### src/hw/core_isa_pkg.sv
package core_isa_pkg;

    localparam int WORD_W    = 32;
    localparam int REG_NUM   = 32;
    localparam int REG_IDX_W = 5;
    localparam int OPC_W     = 6;
    localparam int IMM_W     = 16;

    typedef logic [WORD_W-1:0]    u32_t;
    typedef logic [REG_IDX_W-1:0] reg_idx_t;
    typedef logic [OPC_W-1:0]     opcode_t;

    // Field positions inside the instruction word.
    localparam int OPC_LSB = 26;
    localparam int RD_LSB  = 21;
    localparam int RJ_LSB  = 16;
    localparam int RK_LSB  = 11;

    localparam opcode_t OP_ADD  = 6'h01;
    localparam opcode_t OP_SUB  = 6'h02;
    localparam opcode_t OP_AND  = 6'h03;
    localparam opcode_t OP_OR   = 6'h04;
    localparam opcode_t OP_XOR  = 6'h05;
    localparam opcode_t OP_SLT  = 6'h06; // Signed compare.
    localparam opcode_t OP_ADDI = 6'h08;
    localparam opcode_t OP_LUI  = 6'h09;
    localparam opcode_t OP_BEQ  = 6'h0c; // Compares rj with rd.
    localparam opcode_t OP_BNE  = 6'h0d;

endpackage
### src/hw/core_pipe_pkg.sv
package core_pipe_pkg;

    typedef logic [3:0] alu_op_t;

    localparam alu_op_t ALU_ADD   = 4'd0;
    localparam alu_op_t ALU_SUB   = 4'd1;
    localparam alu_op_t ALU_AND   = 4'd2;
    localparam alu_op_t ALU_OR    = 4'd3;
    localparam alu_op_t ALU_XOR   = 4'd4;
    localparam alu_op_t ALU_SLT   = 4'd5;
    localparam alu_op_t ALU_PASSB = 4'd6; // Passes operand b through for LUI.

    typedef struct packed {
        logic                  valid;
        core_isa_pkg::u32_t    pc;
        core_isa_pkg::u32_t    inst;
        alu_op_t               op;
        core_isa_pkg::reg_idx_t rd;
        logic                  wen;
        logic                  is_branch;
        logic                  br_ne;
        core_isa_pkg::u32_t    src_a;
        core_isa_pkg::u32_t    src_b;
        core_isa_pkg::u32_t    br_target;
    } decode_execute_pass_t;

    typedef struct packed {
        logic                  valid;
        core_isa_pkg::u32_t    pc;
        core_isa_pkg::u32_t    inst;
        core_isa_pkg::reg_idx_t rd;
        logic                  wen;
        core_isa_pkg::u32_t    result;
    } execute_writeback_pass_t;

    typedef struct packed {
        logic                  valid;
        core_isa_pkg::reg_idx_t rd;
        core_isa_pkg::u32_t    data;
    } fwd_t;

endpackage

### src/hw/core_top.sv
module core_top (
    input  logic                   clk,
    input  logic                   rst_n,

    input  logic                   inst_valid,
    input  core_isa_pkg::u32_t     inst,
    input  core_isa_pkg::u32_t     pc,

    output logic                   redirect_valid,
    output core_isa_pkg::u32_t     redirect_pc,

    output logic                   wb_valid,
    output core_isa_pkg::u32_t     wb_pc,
    output core_isa_pkg::u32_t     wb_inst,
    output logic                   wb_rf_wen,
    output core_isa_pkg::reg_idx_t wb_rf_wnum,
    output core_isa_pkg::u32_t     wb_rf_wdata
);

    core_pipe_pkg::decode_execute_pass_t    pass_id;
    core_pipe_pkg::execute_writeback_pass_t pass_ex;
    core_pipe_pkg::fwd_t                    ex_fwd, wb_fwd;

    core_isa_pkg::reg_idx_t ra, rb, rf_wa;
    core_isa_pkg::u32_t     ra_data, rb_data, rf_wd;
    logic                   rf_we;
    logic                   squash;

    reg_file u_reg_file (
        .clk, .rst_n,
        .ra, .rb,
        .ra_data, .rb_data,
        .we(rf_we),
        .wa(rf_wa),
        .wd(rf_wd)
    );

    decode_stage u_decode (
        .clk, .rst_n,
        .inst_valid, .inst, .pc,
        .squash,
        .ra, .rb,
        .ra_data, .rb_data,
        .ex_fwd, .wb_fwd,
        .pass_out(pass_id)
    );

    execute_stage u_execute (
        .clk, .rst_n,
        .pass_in(pass_id),
        .ex_fwd,
        .squash,
        .redirect_valid,
        .redirect_pc,
        .pass_out(pass_ex)
    );

    writeback_stage u_writeback (
        .clk, .rst_n,
        .pass_in(pass_ex),
        .wb_fwd,
        .rf_we, .rf_wa, .rf_wd,
        .wb_valid, .wb_pc, .wb_inst,
        .wb_rf_wen, .wb_rf_wnum, .wb_rf_wdata
    );

endmodule

### src/hw/writeback_stage.sv
module writeback_stage (
    input  logic                                   clk,
    input  logic                                   rst_n,

    input  core_pipe_pkg::execute_writeback_pass_t pass_in,

    output core_pipe_pkg::fwd_t                    wb_fwd,

    output logic                                   rf_we,
    output core_isa_pkg::reg_idx_t                 rf_wa,
    output core_isa_pkg::u32_t                     rf_wd,

    output logic                                   wb_valid,
    output core_isa_pkg::u32_t                     wb_pc,
    output core_isa_pkg::u32_t                     wb_inst,
    output logic                                   wb_rf_wen,
    output core_isa_pkg::reg_idx_t                 wb_rf_wnum,
    output core_isa_pkg::u32_t                     wb_rf_wdata
);

    core_pipe_pkg::execute_writeback_pass_t wb_q;

    always_ff @(posedge clk or negedge rst_n) begin
        if (!rst_n) begin
            wb_q <= '0;
        end else begin
            wb_q <= pass_in;
        end
    end

    assign rf_we = wb_q.valid && wb_q.wen; // Lands at the end of this cycle.
    assign rf_wa = wb_q.rd;
    assign rf_wd = wb_q.result;

    assign wb_fwd.valid = rf_we;
    assign wb_fwd.rd    = wb_q.rd;
    assign wb_fwd.data  = wb_q.result;

    assign wb_valid    = wb_q.valid;
    assign wb_pc       = wb_q.pc;
    assign wb_inst     = wb_q.inst;
    assign wb_rf_wen   = rf_we;
    assign wb_rf_wnum  = wb_q.rd;
    assign wb_rf_wdata = wb_q.result;

endmodule

### src/hw/execute_stage.sv
module execute_stage (
    input  logic                                  clk,
    input  logic                                  rst_n,

    input  core_pipe_pkg::decode_execute_pass_t   pass_in,

    output core_pipe_pkg::fwd_t                   ex_fwd,

    output logic                                  squash,
    output logic                                  redirect_valid,
    output core_isa_pkg::u32_t                    redirect_pc,

    output core_pipe_pkg::execute_writeback_pass_t pass_out
);

    core_pipe_pkg::decode_execute_pass_t ex_q;
    core_isa_pkg::u32_t                  result;
    logic                                slt;
    logic                                taken;

    always_ff @(posedge clk or negedge rst_n) begin
        if (!rst_n) begin
            ex_q <= '0;
        end else begin
            ex_q <= pass_in;
        end
    end

    assign slt = $signed(ex_q.src_a) < $signed(ex_q.src_b);

    always_comb begin
        case (ex_q.op)
            core_pipe_pkg::ALU_ADD:   result = ex_q.src_a + ex_q.src_b;
            core_pipe_pkg::ALU_SUB:   result = ex_q.src_a - ex_q.src_b;
            core_pipe_pkg::ALU_AND:   result = ex_q.src_a & ex_q.src_b;
            core_pipe_pkg::ALU_OR:    result = ex_q.src_a | ex_q.src_b;
            core_pipe_pkg::ALU_XOR:   result = ex_q.src_a ^ ex_q.src_b;
            core_pipe_pkg::ALU_SLT:   result = {{(core_isa_pkg::WORD_W-1){1'b0}}, slt};
            core_pipe_pkg::ALU_PASSB: result = ex_q.src_b;
            default:                  result = '0;
        endcase
    end

    // Equal for BEQ, unequal for BNE.
    assign taken = ex_q.valid && ex_q.is_branch &&
                   ((ex_q.src_a == ex_q.src_b) ^ ex_q.br_ne);

    assign squash         = taken; // Kills the instruction now in decode.
    assign redirect_valid = taken;
    assign redirect_pc    = ex_q.br_target;

    assign ex_fwd.valid = ex_q.valid && ex_q.wen;
    assign ex_fwd.rd    = ex_q.rd;
    assign ex_fwd.data  = result;

    assign pass_out.valid  = ex_q.valid;
    assign pass_out.pc     = ex_q.pc;
    assign pass_out.inst   = ex_q.inst;
    assign pass_out.rd     = ex_q.rd;
    assign pass_out.wen    = ex_q.wen;
    assign pass_out.result = result;

endmodule

### src/hw/decode_stage.sv
module decode_stage (
    input  logic                               clk,
    input  logic                               rst_n,

    input  logic                               inst_valid,
    input  core_isa_pkg::u32_t                 inst,
    input  core_isa_pkg::u32_t                 pc,
    input  logic                               squash,

    output core_isa_pkg::reg_idx_t             ra,
    output core_isa_pkg::reg_idx_t             rb,
    input  core_isa_pkg::u32_t                 ra_data,
    input  core_isa_pkg::u32_t                 rb_data,

    input  core_pipe_pkg::fwd_t                ex_fwd,
    input  core_pipe_pkg::fwd_t                wb_fwd,

    output core_pipe_pkg::decode_execute_pass_t pass_out
);

    logic                   valid_q;
    core_isa_pkg::u32_t     pc_q;
    core_isa_pkg::u32_t     inst_q;

    core_isa_pkg::opcode_t  opc;
    core_isa_pkg::reg_idx_t rd, rj, rk;
    core_isa_pkg::u32_t     imm_sext, imm_hi;
    core_isa_pkg::u32_t     a_val, b_val;
    logic                   is_branch;

    always_ff @(posedge clk or negedge rst_n) begin
        if (!rst_n) begin
            valid_q <= 1'b0;
        end else begin
            valid_q <= inst_valid;
        end
    end

    always_ff @(posedge clk) begin
        if (inst_valid) begin
            pc_q   <= pc;
            inst_q <= inst;
        end
    end

    assign opc = inst_q[core_isa_pkg::OPC_LSB +: core_isa_pkg::OPC_W];
    assign rd  = inst_q[core_isa_pkg::RD_LSB +: core_isa_pkg::REG_IDX_W];
    assign rj  = inst_q[core_isa_pkg::RJ_LSB +: core_isa_pkg::REG_IDX_W];
    assign rk  = inst_q[core_isa_pkg::RK_LSB +: core_isa_pkg::REG_IDX_W];

    assign imm_sext = {{(core_isa_pkg::WORD_W - core_isa_pkg::IMM_W){inst_q[core_isa_pkg::IMM_W-1]}},
                       inst_q[core_isa_pkg::IMM_W-1:0]};
    assign imm_hi   = {inst_q[core_isa_pkg::IMM_W-1:0], {core_isa_pkg::IMM_W{1'b0}}};

    assign is_branch = (opc == core_isa_pkg::OP_BEQ) || (opc == core_isa_pkg::OP_BNE);

    assign ra = rj;
    assign rb = is_branch ? rd : rk; // Branches compare rj with rd.

    // Youngest result wins.
    function automatic core_isa_pkg::u32_t fwd_pick(
        input core_isa_pkg::reg_idx_t r,
        input core_isa_pkg::u32_t     rf_data,
        input core_pipe_pkg::fwd_t    ex,
        input core_pipe_pkg::fwd_t    wb
    );
        if (r == '0) return '0;
        if (ex.valid && ex.rd == r) return ex.data;
        if (wb.valid && wb.rd == r) return wb.data;
        return rf_data;
    endfunction

    assign a_val = fwd_pick(ra, ra_data, ex_fwd, wb_fwd);
    assign b_val = fwd_pick(rb, rb_data, ex_fwd, wb_fwd);

    always_comb begin
        pass_out           = '0;
        pass_out.valid     = valid_q && !squash;
        pass_out.pc        = pc_q;
        pass_out.inst      = inst_q;
        pass_out.rd        = rd;
        pass_out.is_branch = is_branch;
        pass_out.br_ne     = (opc == core_isa_pkg::OP_BNE);
        pass_out.src_a     = a_val;
        pass_out.src_b     = b_val;
        pass_out.br_target = pc_q + (imm_sext << 2);
        pass_out.op        = core_pipe_pkg::ALU_ADD;
        case (opc)
            core_isa_pkg::OP_ADD:  pass_out.wen = 1'b1;
            core_isa_pkg::OP_SUB: begin
                pass_out.op  = core_pipe_pkg::ALU_SUB;
                pass_out.wen = 1'b1;
            end
            core_isa_pkg::OP_AND: begin
                pass_out.op  = core_pipe_pkg::ALU_AND;
                pass_out.wen = 1'b1;
            end
            core_isa_pkg::OP_OR: begin
                pass_out.op  = core_pipe_pkg::ALU_OR;
                pass_out.wen = 1'b1;
            end
            core_isa_pkg::OP_XOR: begin
                pass_out.op  = core_pipe_pkg::ALU_XOR;
                pass_out.wen = 1'b1;
            end
            core_isa_pkg::OP_SLT: begin
                pass_out.op  = core_pipe_pkg::ALU_SLT;
                pass_out.wen = 1'b1;
            end
            core_isa_pkg::OP_ADDI: begin
                pass_out.src_b = imm_sext;
                pass_out.wen   = 1'b1;
            end
            core_isa_pkg::OP_LUI: begin
                pass_out.op    = core_pipe_pkg::ALU_PASSB;
                pass_out.src_b = imm_hi;
                pass_out.wen   = 1'b1;
            end
            default: pass_out.wen = 1'b0; // Branches and unknown opcodes write nothing.
        endcase
        if (rd == '0) begin
            pass_out.wen = 1'b0;
        end
    end

endmodule

### src/hw/reg_file.sv
module reg_file (
    input  logic                   clk,
    input  logic                   rst_n,

    input  core_isa_pkg::reg_idx_t ra,
    input  core_isa_pkg::reg_idx_t rb,
    output core_isa_pkg::u32_t     ra_data,
    output core_isa_pkg::u32_t     rb_data,

    input  logic                   we,
    input  core_isa_pkg::reg_idx_t wa,
    input  core_isa_pkg::u32_t     wd
);

    core_isa_pkg::u32_t regs [core_isa_pkg::REG_NUM];

    always_ff @(posedge clk or negedge rst_n) begin
        if (!rst_n) begin
            for (int i = 0; i < core_isa_pkg::REG_NUM; i++) begin
                regs[i] <= '0;
            end
        end else if (we && wa != '0) begin
            regs[wa] <= wd;
        end
    end

    // Register 0 reads zero.
    assign ra_data = (ra == '0) ? '0 : regs[ra];
    assign rb_data = (rb == '0) ? '0 : regs[rb];

endmodule

### config.mk
export PLATFORM = sky130hd
export DESIGN_NAME = core_top
export DESIGN_NICKNAME = d
export VERILOG_FILES = /design/src/hw/core_isa_pkg.sv /design/src/hw/core_pipe_pkg.sv /design/src/hw/core_top.sv /design/src/hw/writeback_stage.sv /design/src/hw/execute_stage.sv /design/src/hw/decode_stage.sv /design/src/hw/reg_file.sv
export SDC_FILE = /design/constraint.sdc
export NUM_CORES = 2
export LEC_CHECK = 0
export BUFFER_PORTS_ARGS = -buffer_cell sky130_fd_sc_hd__buf_2
export CAP_MARGIN = 25
export CORE_MARGIN = 4
export CORE_UTILIZATION = 60
export DETAILED_ROUTE_END_ITERATION = 7
export MAX_ROUTING_LAYER = met4
export PLACE_DENSITY = 0.77
export REMOVE_ABC_BUFFERS = 1
export SYNTH_ARGS = -nofsm -noshare
export SYNTH_HDL_FRONTEND = slang
export SYNTH_SLANG_ARGS = --single-unit
export TNS_END_PERCENT = 5
### constraint.sdc
create_clock -name clk -period 3.5 [get_ports clk]
set_input_delay 0.175 -clock clk [delete_from_list [all_inputs] [get_ports clk]]
set_output_delay 0.175 -clock clk [all_outputs]
set_load 0.02 [all_outputs]
==> flow_summary.yaml <==
global_route:
  antenna_found_initial: 7
  grt_max_degree: 134
  grt_pass1_wl_um: 386000
  grtUsageMet2_pct: 59.7
  gr-total-overflow: 0
  grt_pass1_vias: 58600
  grt_busiest_layer: "met2"
  track_usage_pct: 42.4
  grtUsageMet3_pct: 12.7
  use_met1_pct: 53.4
worst_setup_path:
  crit_type: "reg -> reg"
  end_kind: "register"
  cp_max_fo: 43
  worstPathArrival_ns: 4.29
  start_kind: "register"
  critPathRequiredTime_ns: 4.19
hold_path:
  min_path_type: "in -> reg"
job:
  cap_violations: 0
logic_synthesis:
  syn_inst: 6308
  synth_cell_types: 95
  synth.area.top_cells: "dfrtp_1, mux2_2, mux4_2, nand2_1, edfxtp_1"
  ys_seq_elements: 1352
  avgSynthCellArea_um2: 11.6
  synth_top_area_share_pct: 44.1
  synth_edf_count: 64
  yosys_warnings: 0
  netlist_area_mm2: 0.0731
  async_flop_share_pct: 95.3
  synth_flop_cell: "dfrtp_1"
  yosys.area.top_type: "dfrtp_1"
  synth-seq-area-share_pct: 46.7
floorplan:
  fp.dieH_um: 357
  initial_core_util_pct: 60.7
  core_area_mm2: 0.120
  row_count: 127
  pin_count: 203
  die_w_um: 357
  die_area_mm2: 0.127
status:
  run_status: "finished with violations"
  violations: "setup timing"
clocking:
  clk_path_buf_depth: 3
  cts_made_buffers: 144
  clk_latency_ns: 0.81
  tritoncts: "built"
  path_clk_slew_ns: 0.07
  clock_sinks: 1352
  cts_max_level: 4
  cts_root_buf: "clkbuf_16"
drt:
  drc: 0
  postRouteAntennaNets: 0
  vias: 58500
  drt_iter0_drc: 8173
  wl_um: 265000
  firstDrtPassIters: 8
  routedWlPerCell_um: 31.9
  routed_via_density: 7.05
sta:
  fmax_ghz: 0.278
  setup_tns_ns: -0.465
  rsz0062_at_grt: "true"
  worstMarginPinSlew_ns: 1.11
  max_slew_margin_pct: 25.9
  skew_ns: 0.0385
  drv_slew: 0
  setup_violations: 8
  min_period_over_period_pct: 103
  layout_min_cycle_time_ns: 3.59
  setup_ws_ns: -0.0932
  hold_viol: 0
finish:
  design_area_mm2: 0.0849
  fin_nets: 6773
  layout_common_cells: "dfrtp_1, mux2_2, nand2_1, buf_4, mux4_2"
  drive_gt1_share_pct: 36.4
  mostFrequentLayoutCell: "dfrtp_1"
  syn_to_final_growth_pct: 16.1
power_and_ir_drop:
  power.density_mw_per_mm2: 510
  ir_drop_uv: 465
  p_total_mw: 43.3
  leakage_nw: 38.4
placement:
  gp_congestion: 1.05
  dpl_cell_area_mm2: 0.0783
  dp_slack_ns: -0.488
  dp_hpwl_um: 163000
  io_buffer_count: 202
==> worst max-delay path: stages, from the launching register on <==
cell	delay (ns)
edfxtp_1	0.45
and4bb_4	0.47
nand3_4	0.15
nand2_8	0.22
buf_4	0.22
buf_16	0.26
buf_4	0.25
mux2i_1	0.27
o22ai_1	0.13
nor4_2	0.37
o22ai_1	0.16
buf_4	0.18
o221ai_1	0.20
a2bb2oi_1	0.10
==> power by group <==
group          leakage [nW]  internal (mW)  switching [mW]
Sequential             18.0           16.9            1.23
Combinational          17.9           3.75            5.53
Clock                  2.36           9.16            6.66
Total                  38.4           29.8            13.4
==> synth_stat cells (11+ instances only) <==
master	number
o21bai_1	23
a2111oi_0	26
nor2b_1	22
edfxtp_1	64
dfrtp_1	1288
o22ai_1	76
a311oi_1	37
xnor2_1	37
xor2_1	20
buf_4	138
nand2_1	945
and3_1	57
o21ai_0	128
a221oi_1	12
a21o_1	33
ha_1	142
o2111ai_1	29
nor3_1	53
inv_1	119
nand3_1	212
o31ai_1	11
o211ai_1	39
mux2i_1	103
nor4_1	49
o21a_1	12
mux4_2	340
nand4_1	19
a31oi_1	76
buf_2	79
a211oi_1	33
buf_1	116
clkbuf_1	354
o221ai_1	34
mux2_2	992
a21oi_1	258
nand2b_1	11
nor2_1	157
==> area by class of cell <==
cell class | instances | area, um^2
Antenna cell | 11 | 27.5
Inverter | 124 | 468
Clock buffer | 210 | 4230
Fill cell | 8006 | 35600
Tap cell | 1612 | 2020
Sequential cell | 1352 | 34200
Timing Repair Buffer | 793 | 7360
Multi-Input combinational cell | 4146 | 36000
Clock inverter | 50 | 626
==> layer usage <==
metal / routed length (um) / vias to the layer above
li1: - / 23400
met5: 0 / -
met1: 94200 / 29300
met2: 114000 / 4643
met4: 20800 / 0
met3: 35700 / 1173
==> metrics by stage <==
step | hold WS (ns) | util, % | cells
floorplan | -0.121 | - | 5620
global placement | 0.195 | 64.9 | 7923
detailed placement | 0.202 | 65.0 | 7927
CTS | 0.0111 | 69.9 | 8270
global route | 0.0419 | 70.5 | 8295
finish | 0.0471 | 70.5 | 8298
==> sequential cells by signal (all words and copies together) (netlist names) <==
name                   cells
u_decode.inst_q           32
u_decode.pc_q             32
u_decode.valid_q           1
u_execute.ex_q            69
u_execute.pass_out        66
u_execute.redirect_pc     30
u_reg_file.regs         1024
u_writeback.rf_wd         32
u_writeback.wb_inst       32
u_writeback.wb_pc         32
u_writeback.wb_q           1
u_writeback.wb_valid       1
==> worst paths after layout <==
path / from / to / slack (ns) / cells past startpoint
max: u_decode.inst_q[31]$_DFFE_PP_ / u_execute.ex_q[58]$_DFF_PN0_ / -0.09 / 13
min: inst_valid / u_decode.pc_q[5]$_DFFE_PP_ / 0.05 / 1
max reg2reg: u_decode.inst_q[31]$_DFFE_PP_ / u_execute.ex_q[58]$_DFF_PN0_ / -0.09 / 13
min reg2reg: u_execute.pass_out[97]$_DFF_PN0_ / u_writeback.wb_pc[27]$_DFF_PN0_ / 0.34 / 0
max in group asynchronous: rst_n / u_reg_file.regs[114]$_DFFE_PN0P_ / 1.74 / 4
min in group asynchronous: rst_n / u_writeback.wb_inst[18]$_DFF_PN0_ / 0.50 / 3
==> cell families after synthesis <==
| group | Yosys count | share of synthesized area (%) |
|---|---|---|
| adder cells (fa/ha/maj) | 145 | 2.51 |
| AND/OR/NAND/NOR | 1574 | 9.35 |
| AO/OA/AOI/OAI | 931 | 8.51 |
| multiplexers | 1437 | 27.2 |
| XOR/XNOR | 57 | 0.683 |
| buffers and inverters | 812 | 5.02 |
| flip-flops | 1352 | 46.7 |
==> timing repair <==
action                                  CTS  global route
hold buffers                             67             0
endpoints found under the hold margin   615             0
endpoints found under the setup margin   33            57
gates resized for setup                  47            69
pin swaps                                16            20
setup buffers                            15             3
gates cloned                              2             1
No activity file was read; power rests on OpenSTA's default activity.
